`src/dla_defs.svh`:
```
`ifndef DLA_DEFS_SVH
`define DLA_DEFS_SVH

// bus and buffer word widths
`define DLA_FEAT_W      128
`define DLA_WGT_W       64
`define DLA_INSTR_W     64

// address widths and depths
`define DLA_EXT_AW      16
`define DLA_BUF_AW      8
`define DLA_BUF_DEPTH   256
`define DLA_FIFO_DEPTH  8

// instruction word fields
`define DLA_OP_MSB      63
`define DLA_OP_LSB      60
`define DLA_SRC_MSB     31
`define DLA_SRC_LSB     16
`define DLA_DST_MSB     15
`define DLA_DST_LSB     8
`define DLA_CNT_MSB     7
`define DLA_CNT_LSB     0

`endif

```
`src/dla_pkg.sv`:
```
`include "dla_defs.svh"
`default_nettype none

package dla_pkg;

    typedef logic [`DLA_INSTR_W-1:0]             instr_t;
    typedef logic [`DLA_EXT_AW-1:0]              ext_addr_t;   // instr, feature and weight buses
    typedef logic [`DLA_BUF_AW-1:0]              buf_addr_t;   // on-chip buffer index
    typedef logic [`DLA_CNT_MSB-`DLA_CNT_LSB:0]  burst_cnt_t;  // 0 moves nothing
    typedef logic [`DLA_FEAT_W-1:0]              feat_word_t;
    typedef logic [`DLA_WGT_W-1:0]               wgt_word_t;

    // opcode field, codes not listed are treated as nop
    typedef enum logic [3:0] {
        OP_NOP        = 4'h0,
        OP_FETCH_FEAT = 4'h1,
        OP_FETCH_WGT  = 4'h2,
        OP_FETCH_BIAS = 4'h3,
        OP_FETCH_SCAL = 4'h4,
        OP_HALT       = 4'hf
    } opcode_e;

    // target buffer, also the host read select
    typedef enum logic [1:0] {
        BUF_FEAT = 2'd0,
        BUF_WGT  = 2'd1,
        BUF_BIAS = 2'd2,
        BUF_SCAL = 2'd3
    } buf_sel_e;

    typedef enum logic [2:0] {
        IDLE,
        POP,
        WAIT_BURST,
        ACK,
        DROP
    } ctrl_state_e;

endpackage

`default_nettype wire

```
`src/instr_fetch.sv`:
```
`include "dla_defs.svh"
`default_nettype none

module instr_fetch (
    input  wire logic               clk,
    input  wire logic               i_rst_n,
    input  wire logic               i_start,        // run start pulse from the fsm
    input  wire dla_pkg::ext_addr_t i_start_addr,
    input  wire logic               i_fifo_afull,
    output logic                    o_instr_rd_en,
    output dla_pkg::ext_addr_t      o_instr_addr,
    input  wire dla_pkg::instr_t    i_instr_data,   // one cycle after rd_en
    output logic                    o_fifo_wr_en,
    output dla_pkg::instr_t         o_fifo_wr_data
);
    import dla_pkg::*;

    logic      active;      // start seen, halt not yet written
    logic      rd_pend;     // read issued last cycle
    logic      is_halt;
    ext_addr_t rd_addr;

    // afull leaves one free slot for the word in flight
    assign o_instr_rd_en  = active & ~i_fifo_afull;
    assign o_instr_addr   = rd_addr;
    assign o_fifo_wr_en   = rd_pend & active;   // returns after halt are dropped
    assign o_fifo_wr_data = i_instr_data;

    assign is_halt = (opcode_e'(i_instr_data[`DLA_OP_MSB:`DLA_OP_LSB]) == OP_HALT);

    always_ff @(posedge clk or negedge i_rst_n) begin
        if (!i_rst_n) begin
            active  <= 1'b0;
            rd_pend <= 1'b0;
            rd_addr <= '0;
        end else begin
            rd_pend <= o_instr_rd_en;
            if (i_start) begin
                active  <= 1'b1;
                rd_addr <= i_start_addr;
            end else begin
                if (o_instr_rd_en)
                    rd_addr <= rd_addr + 1'b1;   // sequential program
                if (o_fifo_wr_en && is_halt)
                    active <= 1'b0;              // stop at the first halt
            end
        end
    end

endmodule

`default_nettype wire

```
`config.mk`:
```
export PLATFORM = sky130hd
export DESIGN_NAME = instr_fetch
export DESIGN_NICKNAME = d
export VERILOG_FILES = /design/src/dla_pkg.sv /design/src/instr_fetch.sv
export VERILOG_INCLUDE_DIRS = /design/src
export SDC_FILE = /design/constraint.sdc
export NUM_CORES = 1
export LEC_CHECK = 0
export BUFFER_PORTS_ARGS = -buffer_cell sky130_fd_sc_hd__buf_2
export CAP_MARGIN = 10
export CORE_UTILIZATION = 25
export DETAILED_ROUTE_END_ITERATION = 8
export PLACE_DENSITY_LB_ADDON = 0.25
export SETUP_SLACK_MARGIN = 0.1
export SYNTH_ARGS = -nofsm -noshare
export SYNTH_HDL_FRONTEND = slang
export SYNTH_SLANG_ARGS = --single-unit
```
`constraint.sdc`:
```
create_clock -name clk -period 1.2 [get_ports clk]
set_input_delay 0 -clock clk [delete_from_list [all_inputs] [get_ports clk]]
set_output_delay 0 -clock clk [all_outputs]
set_load 0.01 [all_outputs]
```
==> results of run 1 <==
[cells by family (layout without fill, tap and decap cells)]
| family | Yosys count | in the layout | synth area share [%] |
|---|---|---|---|
| simple gates | 52 | 52 | 20.6 |
| buf+inv | 70 | 100 | 33.6 |
| mux | 3 | 3 | 2.00 |
| fa+ha+maj | 1 | 1 | 0.834 |
| xor+xnor | 11 | 11 | 6.42 |
| flops | 18 | 18 | 30.0 |
| compound gates | 17 | 17 | 6.51 |
[synthesized netlist by cell type, drive strengths merged]
library cell and instances:
a21o 1, a221o 1, a22oi 2, and2 1
and3 1, and4 1, and4b 2, buf 66
clkbuf 2, dfrtp 18, ha 1, inv 2
mux2i 3, nand2 19, nand2b 1, nand3 7
nand4 6, nand4b 1, nor2 2, nor2b 3
nor3 4, nor4 3, o21ai 13, or4 1
xnor2 5, xor2 6
[state kept, by name, indices dropped and copies added, names as in the netlist]
signal,count
active,1
o_instr_addr,16
rd_pend,1
[worst register-to-register path, delay by kind of cell (launching register included)]
kind / cells / cell delay [ns]
flip-flops: 1 / 0.41
XOR/XNOR: 1 / 0.15
buffers and inverters: 1 / 0.17
AND/OR/NAND/NOR: 2 / 0.28
AO/OA/AOI/OAI: 1 / 0.08
adder cells (fa/ha/maj): 1 / 0.17
[final cells by class]
class | count | area share [%]
flip-flops and latches | 18 | 24.1
inverters | 2 | 0.659
well taps | 72 | 4.75
clock buffers | 4 | 2.90
multi-input cells | 84 | 33.1
repair buffers | 94 | 34.5
[per-stage QoR]
| stage | util, % | instance area, µm² |
|---|---|---|
| after floorplan | - | 1530 |
| after global placement | 27.6 | 1560 |
| after detailed placement | 27.6 | 1560 |
| after CTS | 32.7 | 1850 |
| after global routing | 33.6 | 1900 |
| final | 33.6 | 1900 |
[worst max-delay path by stage]
stage	cells past startpoint	to	slack, ns	from
6_report	6	o_instr_addr[12]	-0.16	o_instr_addr[1]
5_1_grt	5	o_instr_addr[14]	-0.24	o_instr_addr[1]
4_1_cts	5	o_instr_addr[13]	-0.16	o_instr_addr[7]
3_5_place_dp	5	o_instr_addr[15]	-0.17	o_instr_addr[0]
3_3_place_gp	5	o_instr_addr[15]	-0.17	o_instr_addr[0]
2_1_floorplan	4	o_instr_addr[11]	-0.21	o_instr_addr[2]
[metal layers]
layer / GRT usage (%) / vias up / wire, µm
met3: 3.31 / 8 / 241
met5: 0 / - / 0
li1: - / 580 / -
met4: 4.18 / 0 / 20
met1: 13.6 / 538 / 1550
met2: 17.9 / 37 / 1660
[power by group through the flow]
stage	sequential [µW]	combinational, µW	clock, µW
global placement	735	494	0
global route	738	638	546
CTS	727	570	529
detailed placement	736	495	0
floorplan	785	377	0
finish	726	582	497
[repair_timing]
item | in CTS | in global routing
hold buffers | 15 | 0
setup buffers | 4 | 2
resized for setup | 14 | 9
hold endpoints to repair | 32 | 0
setup endpoints to repair | 16 | 18
pin swaps | 19 | 11
==> flow_summary_export.csv, run 1 <==
group,metric,value,unit
run_status,status,"complete, but fails checks",
run_status,violations,"setup timing",
synth,synth_area_leader_cell,"buf_4",
routing,wire_per_inst,12.7,µm
power_and_ir_drop,clockPowerShare,27.5,%
routing,avgViaCountPerCell,4.24,
placement,preCtsSetupSlack,-0.170,ns
die,num_rows,27,
synth,ys_top_cells_by_area,"buf_4, dfrtp_1, nand2_1",
sta,post-route-period-util,113,%
synth,ys_warn_count,0,
power_and_ir_drop,internal_power,1280,µW
finish,final_cell_mix,"buf_2, buf_4, nand2_1",
clock_network,cts_max_level,1,
routing,drt_iter0_markers,31,
worst_setup_path,r2r-start,"o_instr_addr[1]",
clock_network,clk_pin_slew_worst_paths,0.07,ns
worst_hold_path,min_path_type,"input pin to output pin",
routing,finalWirelength,3.47,mm
placement,gp_congestion,0.729,
synth,synth_seq_cells,18,
synth,synth_cell_type_count,31,
die,io_pins,166,
worst_setup_path,critPathMaxStageDelay,0.41,ns
finish,drive_gt1_share,51.0,%
global_routing,antenna_found_initial,0,
finish,nets,288,
worst_hold_path,holdPathEnd,"o_fifo_wr_data[51]",
power_and_ir_drop,p_seq_share,40.2,%
placement,dp_hpwl,2.61,mm
worst_setup_path,crit_fanout,4,
sta,max-slew-margin-rel,71.9,%
die,fp.coreArea,5640,µm²
power_and_ir_drop,power_density,951,nW/µm²
clock_network,cts-buffers-inserted,3,
global_routing,grt_overflow,0,
clock_network,clk_latency,0.25,ns
synth,syn_inst,172,
placement,dp.cells,249,
synth,synth_area,1500,µm²
sta,worstMarginPinSlew,0.421,ns
worst_setup_path,crit_chain,"ha_4 -> nand4b_4 -> buf_4 -> nor4_4 -> xnor2_1 -> o21ai_1",
global_routing,grt_max_degree,21,
sta,rsz0062_at_grt,"true",
die,dieArea,6310,µm²
worst_setup_path,ff2ff_setup_slack,-0.16,ns
routing,vias,1163,
die,die-height,79.5,µm
worst_setup_path,cp-end-kind,"flip-flop",
power_and_ir_drop,power.leakage,0.000861,µW
worst_setup_path,critical_path.top_delay_family,"flip-flops",
routing,drt_drc_violations_left,0,
power_and_ir_drop,switching_share,29.3,%
die,start_util,26.6,%
sta,slew_viol_final,0,
clock_network,root_buffer,"clkbuf_8",
power_and_ir_drop,total_power,1810,µW
sta,skew,0.000949,ns
finish,area_growth_syn_to_layout,26.5,%
synth,syn-num-nets,257,
synth,seq_area_frac_synth,30.0,%
sta,setup_viol,11,
worst_setup_path,r2r_cells,6,
sta,setup_tns,-0.981,ns
worst_setup_path,required,1.34,ns
routing,first_pass_iters,4,
worst_setup_path,worst_setup_path_start_kind,"flip-flop",
die,die_w,79.5,µm
global_routing,grt_pass1_wl,5.38,mm
sta,timing.hold.ws,0.00000323,ns
finish,regArea,457,µm²
synth,synth_top_area_share,32.0,%
worst_hold_path,holdPathStages,0,
run,drv_cap,0,
finish,n_antenna_cell,0,
finish,layout_commonest_cell,"buf_2",
worst_setup_path,r2r-end,"o_instr_addr[12]",
clock_network,clock-sinks,18,
finish,multiInputGateArea,628,µm²
clock_network,cts_tree,"done",
clock_network,clockBufferDepth,2,
worst_setup_path,critical_path_buf_inv_count,1,
sta,hold_viol,0,
power_and_ir_drop,vdd_ir_drop_max,0.000351,V
global_routing,grt_pass1_vias,1150,
finish,nFillCells,600,
power_and_ir_drop,comb_power_share,32.3,%
sta,fmax,0.736,GHz
worst_setup_path,crit_slowest_cell,"dfrtp_2",
finish,final_cell_count_no_fill,274,
global_routing,track_usage,11.1,%
routing,ant_nets,0,
sta,setup_ws,-0.158,ns
sta,fin_crit,1.36,ns
worst_hold_path,hp-start,"i_instr_data[51]",
synth,synth.avg_cell_area,8.72,µm²
worst_setup_path,worst_ep_arrival_time,1.50,ns
power_and_ir_drop,switchingPower,529,µW
placement,io_buffer_count,45,
worst_setup_path,critPathKind,"flip-flop to flip-flop",
Power figures use the tool's default switching activity.
==> run 2: changes to the inputs <==
==> constraint.sdc (replaced) <==
create_clock -name clk -period 1.09 [get_ports clk]
set_input_delay 0 -clock clk [delete_from_list [all_inputs] [get_ports clk]]
set_output_delay 0 -clock clk [all_outputs]
set_load 0.01 [all_outputs]
==> flow_summary_export.csv, run 2 (synthesis results as in run 1) <==
group,metric,value,unit
routing,avgViaCountPerCell,4.16,
worst_hold_path,min_path_type,"input pin to output pin",
placement,dp_hpwl,2.44,mm
finish,layout_commonest_cell,"buf_2",
run_status,status,"complete, but fails checks",
finish,largest_reg_flops,16,
finish,nets,289,
power_and_ir_drop,switchingPower,602,µW
sta,max-slew-margin-rel,72.3,%
worst_setup_path,critPathKind,"flip-flop to flip-flop",
sta,setup_ws,-0.291,ns
finish,n_antenna_cell,0,
clock_network,clk_pin_slew_worst_paths,0.08,ns
routing,ant_nets,0,
power_and_ir_drop,comb_power_share,34.5,%
die,io_pins,166,
finish,drive_gt1_share,49.8,%
placement,dp.cells,248,
power_and_ir_drop,switching_share,30.3,%
die,num_rows,27,
power_and_ir_drop,power_density,1010,nW/µm²
clock_network,cts-buffers-inserted,3,
finish,finish.instance_area,1960,µm²
routing,drt_drc_violations_left,0,
clock_network,clock-sinks,18,
global_routing,antenna_found_initial,0,
finish,nFillCells,597,
clock_network,cts_max_level,1,
clock_network,cts_tree,"done",
placement,gp_congestion,0.683,
placement,io_buffer_count,45,
routing,drt_iter0_markers,71,
worst_setup_path,cp-end-kind,"flip-flop",
run,drv_cap,0,
global_routing,grt_overflow,0,
global_routing,track_usage,10.6,%
power_and_ir_drop,total_power,1990,µW
global_routing,grt_pass1_wl,5.22,mm
sta,fmax,0.724,GHz
power_and_ir_drop,p_seq_share,40.2,%
placement,placed_area,1550,µm²
worst_setup_path,worst_ep_arrival_time,1.52,ns
die,fp.coreArea,5640,µm²
global_routing,grt_pass1_vias,1128,
routing,first_pass_iters,4,
sta,rsz0062_at_grt,"true",
sta,skew,0.00455,ns
die,start_util,26.6,%
sta,worstMarginPinSlew,0.416,ns
clock_network,root_buffer,"clkbuf_8",
power_and_ir_drop,power.leakage,0.000891,µW
die,die_w,79.5,µm
routing,finalWirelength,3.28,mm
worst_setup_path,r2r-start,"o_instr_addr[5]",
power_and_ir_drop,internal_power,1380,µW
worst_hold_path,hp-start,"i_instr_data[18]",
routing,wire_per_inst,11.9,µm
sta,post-route-period-util,127,%
finish,area_growth_syn_to_layout,30.9,%
worst_setup_path,required,1.23,ns
finish,final_cell_mix,"buf_2, buf_4, nand2_1, buf_6, dlygate4sd3_1",
die,die-height,79.5,µm
clock_network,clockBufferDepth,2,
die,dieArea,6310,µm²
run_status,violations,"setup timing",
worst_setup_path,crit_fanout,4,
worst_setup_path,worstSetupStartpoint,"o_instr_addr[5]",
finish,final_cell_count_no_fill,275,
worst_setup_path,worst_setup_path_start_kind,"flip-flop",
sta,setup_tns,-2.88,ns
routing,vias,1145,
sta,fin_crit,1.38,ns
clock_network,clk_latency,0.25,ns
power_and_ir_drop,clockPowerShare,25.3,%
global_routing,grt_max_degree,19,
sta,slew_viol_final,0,
power_and_ir_drop,vdd_ir_drop_max,0.000420,V
sta,setup_viol,16,
sta,hold_viol,0,
==> run 2: cell types whose count changed in the layout (fill, tap and decap cells not counted), moves of 2 or more <==
| cell | previous run | this run |
|---|---|---|
| buf_4 | 29 | 20 |
| buf_6 | 6 | 18 |
| xnor2_2 | 1 | 3 |
| nand3_2 | 4 | 2 |
| xnor2_1 | 4 | 2 |
| nand3_1 | 3 | 5 |
| buf_2 | 44 | 40 |
| dlygate4sd3_1 | 15 | 17 |
==> run 2: final timing paths <==
path / depth (start not counted) / end / slack, ns
setup / recovery: 5 / o_instr_addr[13] / -0.29
hold / removal: 0 / o_fifo_wr_data[18] / 0.000003
setup reg to reg: 5 / o_instr_addr[13] / -0.29
hold reg to reg: 2 / o_instr_addr[14] / 0.61
max in group asynchronous: 2 / o_instr_addr[0] / 0.57
min in group asynchronous: 2 / o_instr_addr[5] / 0.20
==> run 2: routing by layer <==
metal	routed length (µm)	track usage (%)	vias to the layer above	part of all wire, %
li1	-	-	574	-
met1	1510	13.4	521	46
met2	1530	16.4	44	47
met3	201	2.74	6	6.1
met4	38	5.09	0	1.2
met5	0	0	-	0
==> run 2: final cells by class <==
| cell class | instances | area (µm²) | share of cell area (%) |
|---|---|---|---|
| clock buffer | 4 | 45.0 | 2.29 |
| inverter | 2 | 12.5 | 0.637 |
| multi-input combinational | 84 | 637 | 32.4 |
| sequential | 18 | 457 | 23.2 |
| tap | 72 | 90.1 | 4.59 |
| timing repair buffer | 95 | 723 | 36.8 |
==> run 2: power groups by stage <==
stage                     logic [µW]  registers [µW]  clock network, µW
after floorplan                  417             864                  0
after global placement           539             805                  0
after detailed placement         541             806                  0
after CTS                        652             797                514
after global routing             752             810                540
final                            686             798                502
==> run 2: worst max-delay path: stages, from the launching register on <==
cell	delay [ns]
dfrtp_1	0.42
nand3_2	0.12
nor4_4	0.29
buf_4	0.18
mux2i_1	0.18
nand2_1	0.07
==> run 2: per-stage QoR <==
step / hold slack, ns / worst slack (ns) / util, %
3_5_place_dp: -0.0359 / -0.307 / 27.5
3_3_place_gp: -0.0409 / -0.283 / 27.5
5_1_grt: 0.0000150 / -0.376 / 34.8
6_report: 0.00000323 / -0.291 / 34.8
4_1_cts: 0.0000686 / -0.294 / 33.1
2_1_floorplan: -0.296 / -0.317 / -
==> run 2: timing repair <==
| item | CTS | global route |
|---|---|---|
| hold endpoints to repair | 34 | 0 |
| gates resized for setup | 19 | 14 |
| pin swaps | 16 | 11 |
| endpoints found under the setup margin | 19 | 27 |
| hold buffers | 17 | 0 |
| setup buffers | 3 | 3 |
==> run 3: changes to the inputs <==
--- a/config.mk
+++ b/config.mk
@@ -10,7 +10,7 @@
 export CAP_MARGIN = 10
 export CORE_UTILIZATION = 25
 export DETAILED_ROUTE_END_ITERATION = 8
-export PLACE_DENSITY_LB_ADDON = 0.25
+export REMOVE_ABC_BUFFERS = 1
 export SETUP_SLACK_MARGIN = 0.1
 export SYNTH_ARGS = -nofsm -noshare
 export SYNTH_HDL_FRONTEND = slang
==> flow_summary_export.csv, run 3 (synthesis results as in run 1) <==
group,metric,value,unit
worst_setup_path,worst_setup_path_start_kind,"flip-flop",
worst_setup_path,crit_fanout,3,
global_routing,gr-usage-met2,35.7,%
die,die_w,79.5,µm
finish,nets,291,
finish,multiInputGateArea,613,µm²
worst_setup_path,critical_path.top_delay_family,"simple AND/OR/NAND/NOR gates",
clock_network,cts_max_level,1,
sta,rsz0062_at_grt,"true",
sta,setup_ws,-0.363,ns
routing,vias,1324,
global_routing,grt_overflow,0,
sta,max-slew-margin-rel,71.0,%
routing,ant_nets,0,
placement,io_buffer_count,45,
clock_network,cts_tree,"done",
die,io_pins,166,
global_routing,use_met3,30.9,%
placement,dp_hpwl,6.82,mm
placement,preCtsSetupSlack,-0.342,ns
routing,finalWirelength,7.96,mm
global_routing,met1_usage,22.5,%
die,dieArea,6310,µm²
clock_network,clock-sinks,18,
worst_setup_path,critPathKind,"flip-flop to flip-flop",
worst_hold_path,min_path_type,"input pin to output pin",
worst_setup_path,crit_slowest_cell,"dfrtp_1",
sta,setup_viol,15,
finish,largest_reg_flops,16,
global_routing,track_usage,24.9,%
worst_setup_path,critPathMaxStageDelay,0.38,ns
sta,post-route-period-util,133,%
power_and_ir_drop,power.leakage,0.000910,µW
finish,final_cell_mix,"buf_2, buf_4, buf_6",
die,fp.coreArea,5640,µm²
routing,avgViaCountPerCell,4.78,
routing,drt_iter0_markers,59,
worst_setup_path,required,1.24,ns
power_and_ir_drop,power_density,1060,nW/µm²
placement,gp_congestion,0.915,
die,die-height,79.5,µm
finish,regArea,457,µm²
finish,finish.instance_area,1980,µm²
worst_setup_path,worst_ep_arrival_time,1.61,ns
routing,drt_drc_violations_left,0,
clock_network,root_buffer,"clkbuf_8",
die,start_util,26.6,%
global_routing,busiest_layer,"met2",
finish,area_growth_syn_to_layout,32.3,%
run_status,status,"complete, but fails checks",
finish,drive_gt1_share,51.2,%
sta,slew_viol_final,0,
routing,wire_per_inst,28.7,µm
global_routing,grt_pass1_wl,10.3,mm
clock_network,clk_latency,0.26,ns
sta,skew,0.00624,ns
placement,placed_area,1520,µm²
sta,hold_viol,0,
global_routing,grt_max_degree,19,
die,num_rows,27,
clock_network,cts-buffers-inserted,3,
routing,first_pass_iters,4,
finish,layout_commonest_cell,"buf_2",
worst_setup_path,crit_chain,"buf_6 -> nand4_1 -> nor4_4 -> buf_4 -> nor3_2 -> a221o_1",
power_and_ir_drop,vdd_ir_drop_max,0.000725,V
run,drv_cap,0,
worst_setup_path,critical_path_buf_inv_count,2,
finish,n_antenna_cell,0,
clock_network,clk_pin_slew_worst_paths,0.08,ns
clock_network,clockBufferDepth,2,
sta,fmax,0.688,GHz
global_routing,antenna_found_initial,0,
finish,nFillCells,586,
run_status,violations,"setup timing",
sta,worstMarginPinSlew,0.436,ns
sta,fin_crit,1.45,ns
global_routing,grt_pass1_vias,1279,
worst_setup_path,cp-end-kind,"flip-flop",
-- run 3: path summary, 6_finish.rpt --
check / startpoint / endpoint / slack, ns / cells after the start
min in group asynchronous: i_rst_n / o_instr_addr[9] / 0.21 / 2
max in group asynchronous: i_rst_n / active / 0.54 / 2
setup reg to reg: o_instr_addr[1] / o_instr_addr[11] / -0.36 / 6
setup / recovery: o_instr_addr[1] / o_instr_addr[11] / -0.36 / 6
hold / removal: i_instr_data[21] / o_fifo_wr_data[21] / 0.0002 / 0
hold reg to reg: o_instr_addr[14] / o_instr_addr[14] / 0.60 / 2
-- run 3: power breakdown --
group          switching (µW)  total (µW)  internal [µW]
Clock                     248         570            322
Combinational             314         727            413
Sequential               66.2         803            736
Total                     629        2100           1470
-- run 3: through the flow --
| stage | hold WS, ns | utilization, % | std cells | total power (µW) | setup TNS (ns) |
|---|---|---|---|---|---|
| floorplan | -0.296 | - | 104 | 1000 | -3.02 |
| global placement | -0.0443 | 27.0 | 248 | 1320 | -3.18 |
| detailed placement | -0.0340 | 27.0 | 248 | 1330 | -3.59 |
| CTS | 0.000316 | 32.3 | 272 | 1990 | -3.52 |
| global route | 0.000104 | 35.2 | 277 | 2210 | -4.64 |
| finish | 0.000170 | 35.2 | 277 | 2100 | -3.59 |
-- run 3: timing repair --
item | 4_1_cts | 5_1_grt
endpoints found under the setup margin | 19 | 23
endpoints found under the hold margin | 33 | 1
hold buffers | 16 | 1
gates cloned | 0 | 0
resized for setup | 18 | 34
buffers inserted | 4 | 6
pin swaps | 6 | 14
-- run 3: layout make-up --
| cell class | instances | share of cell area (%) |
|---|---|---|
| well taps | 72 | 4.54 |
| multi-input cells | 84 | 30.9 |
| inverters | 2 | 0.631 |
| flip-flops and latches | 18 | 23.0 |
| clock buffers | 4 | 2.77 |
| repair buffers | 97 | 38.1 |
-- run 3: per-layer routing --
| metal | part of all wire [%] | wire length, µm | vias up |
|---|---|---|---|
| met5 | 0 | 0 | - |
| met4 | 1.1 | 87 | 0 |
| met3 | 27 | 2150 | 6 |
| met1 | 29 | 2340 | 590 |
| li1 | - | - | 580 |
| met2 | 43 | 3380 | 148 |
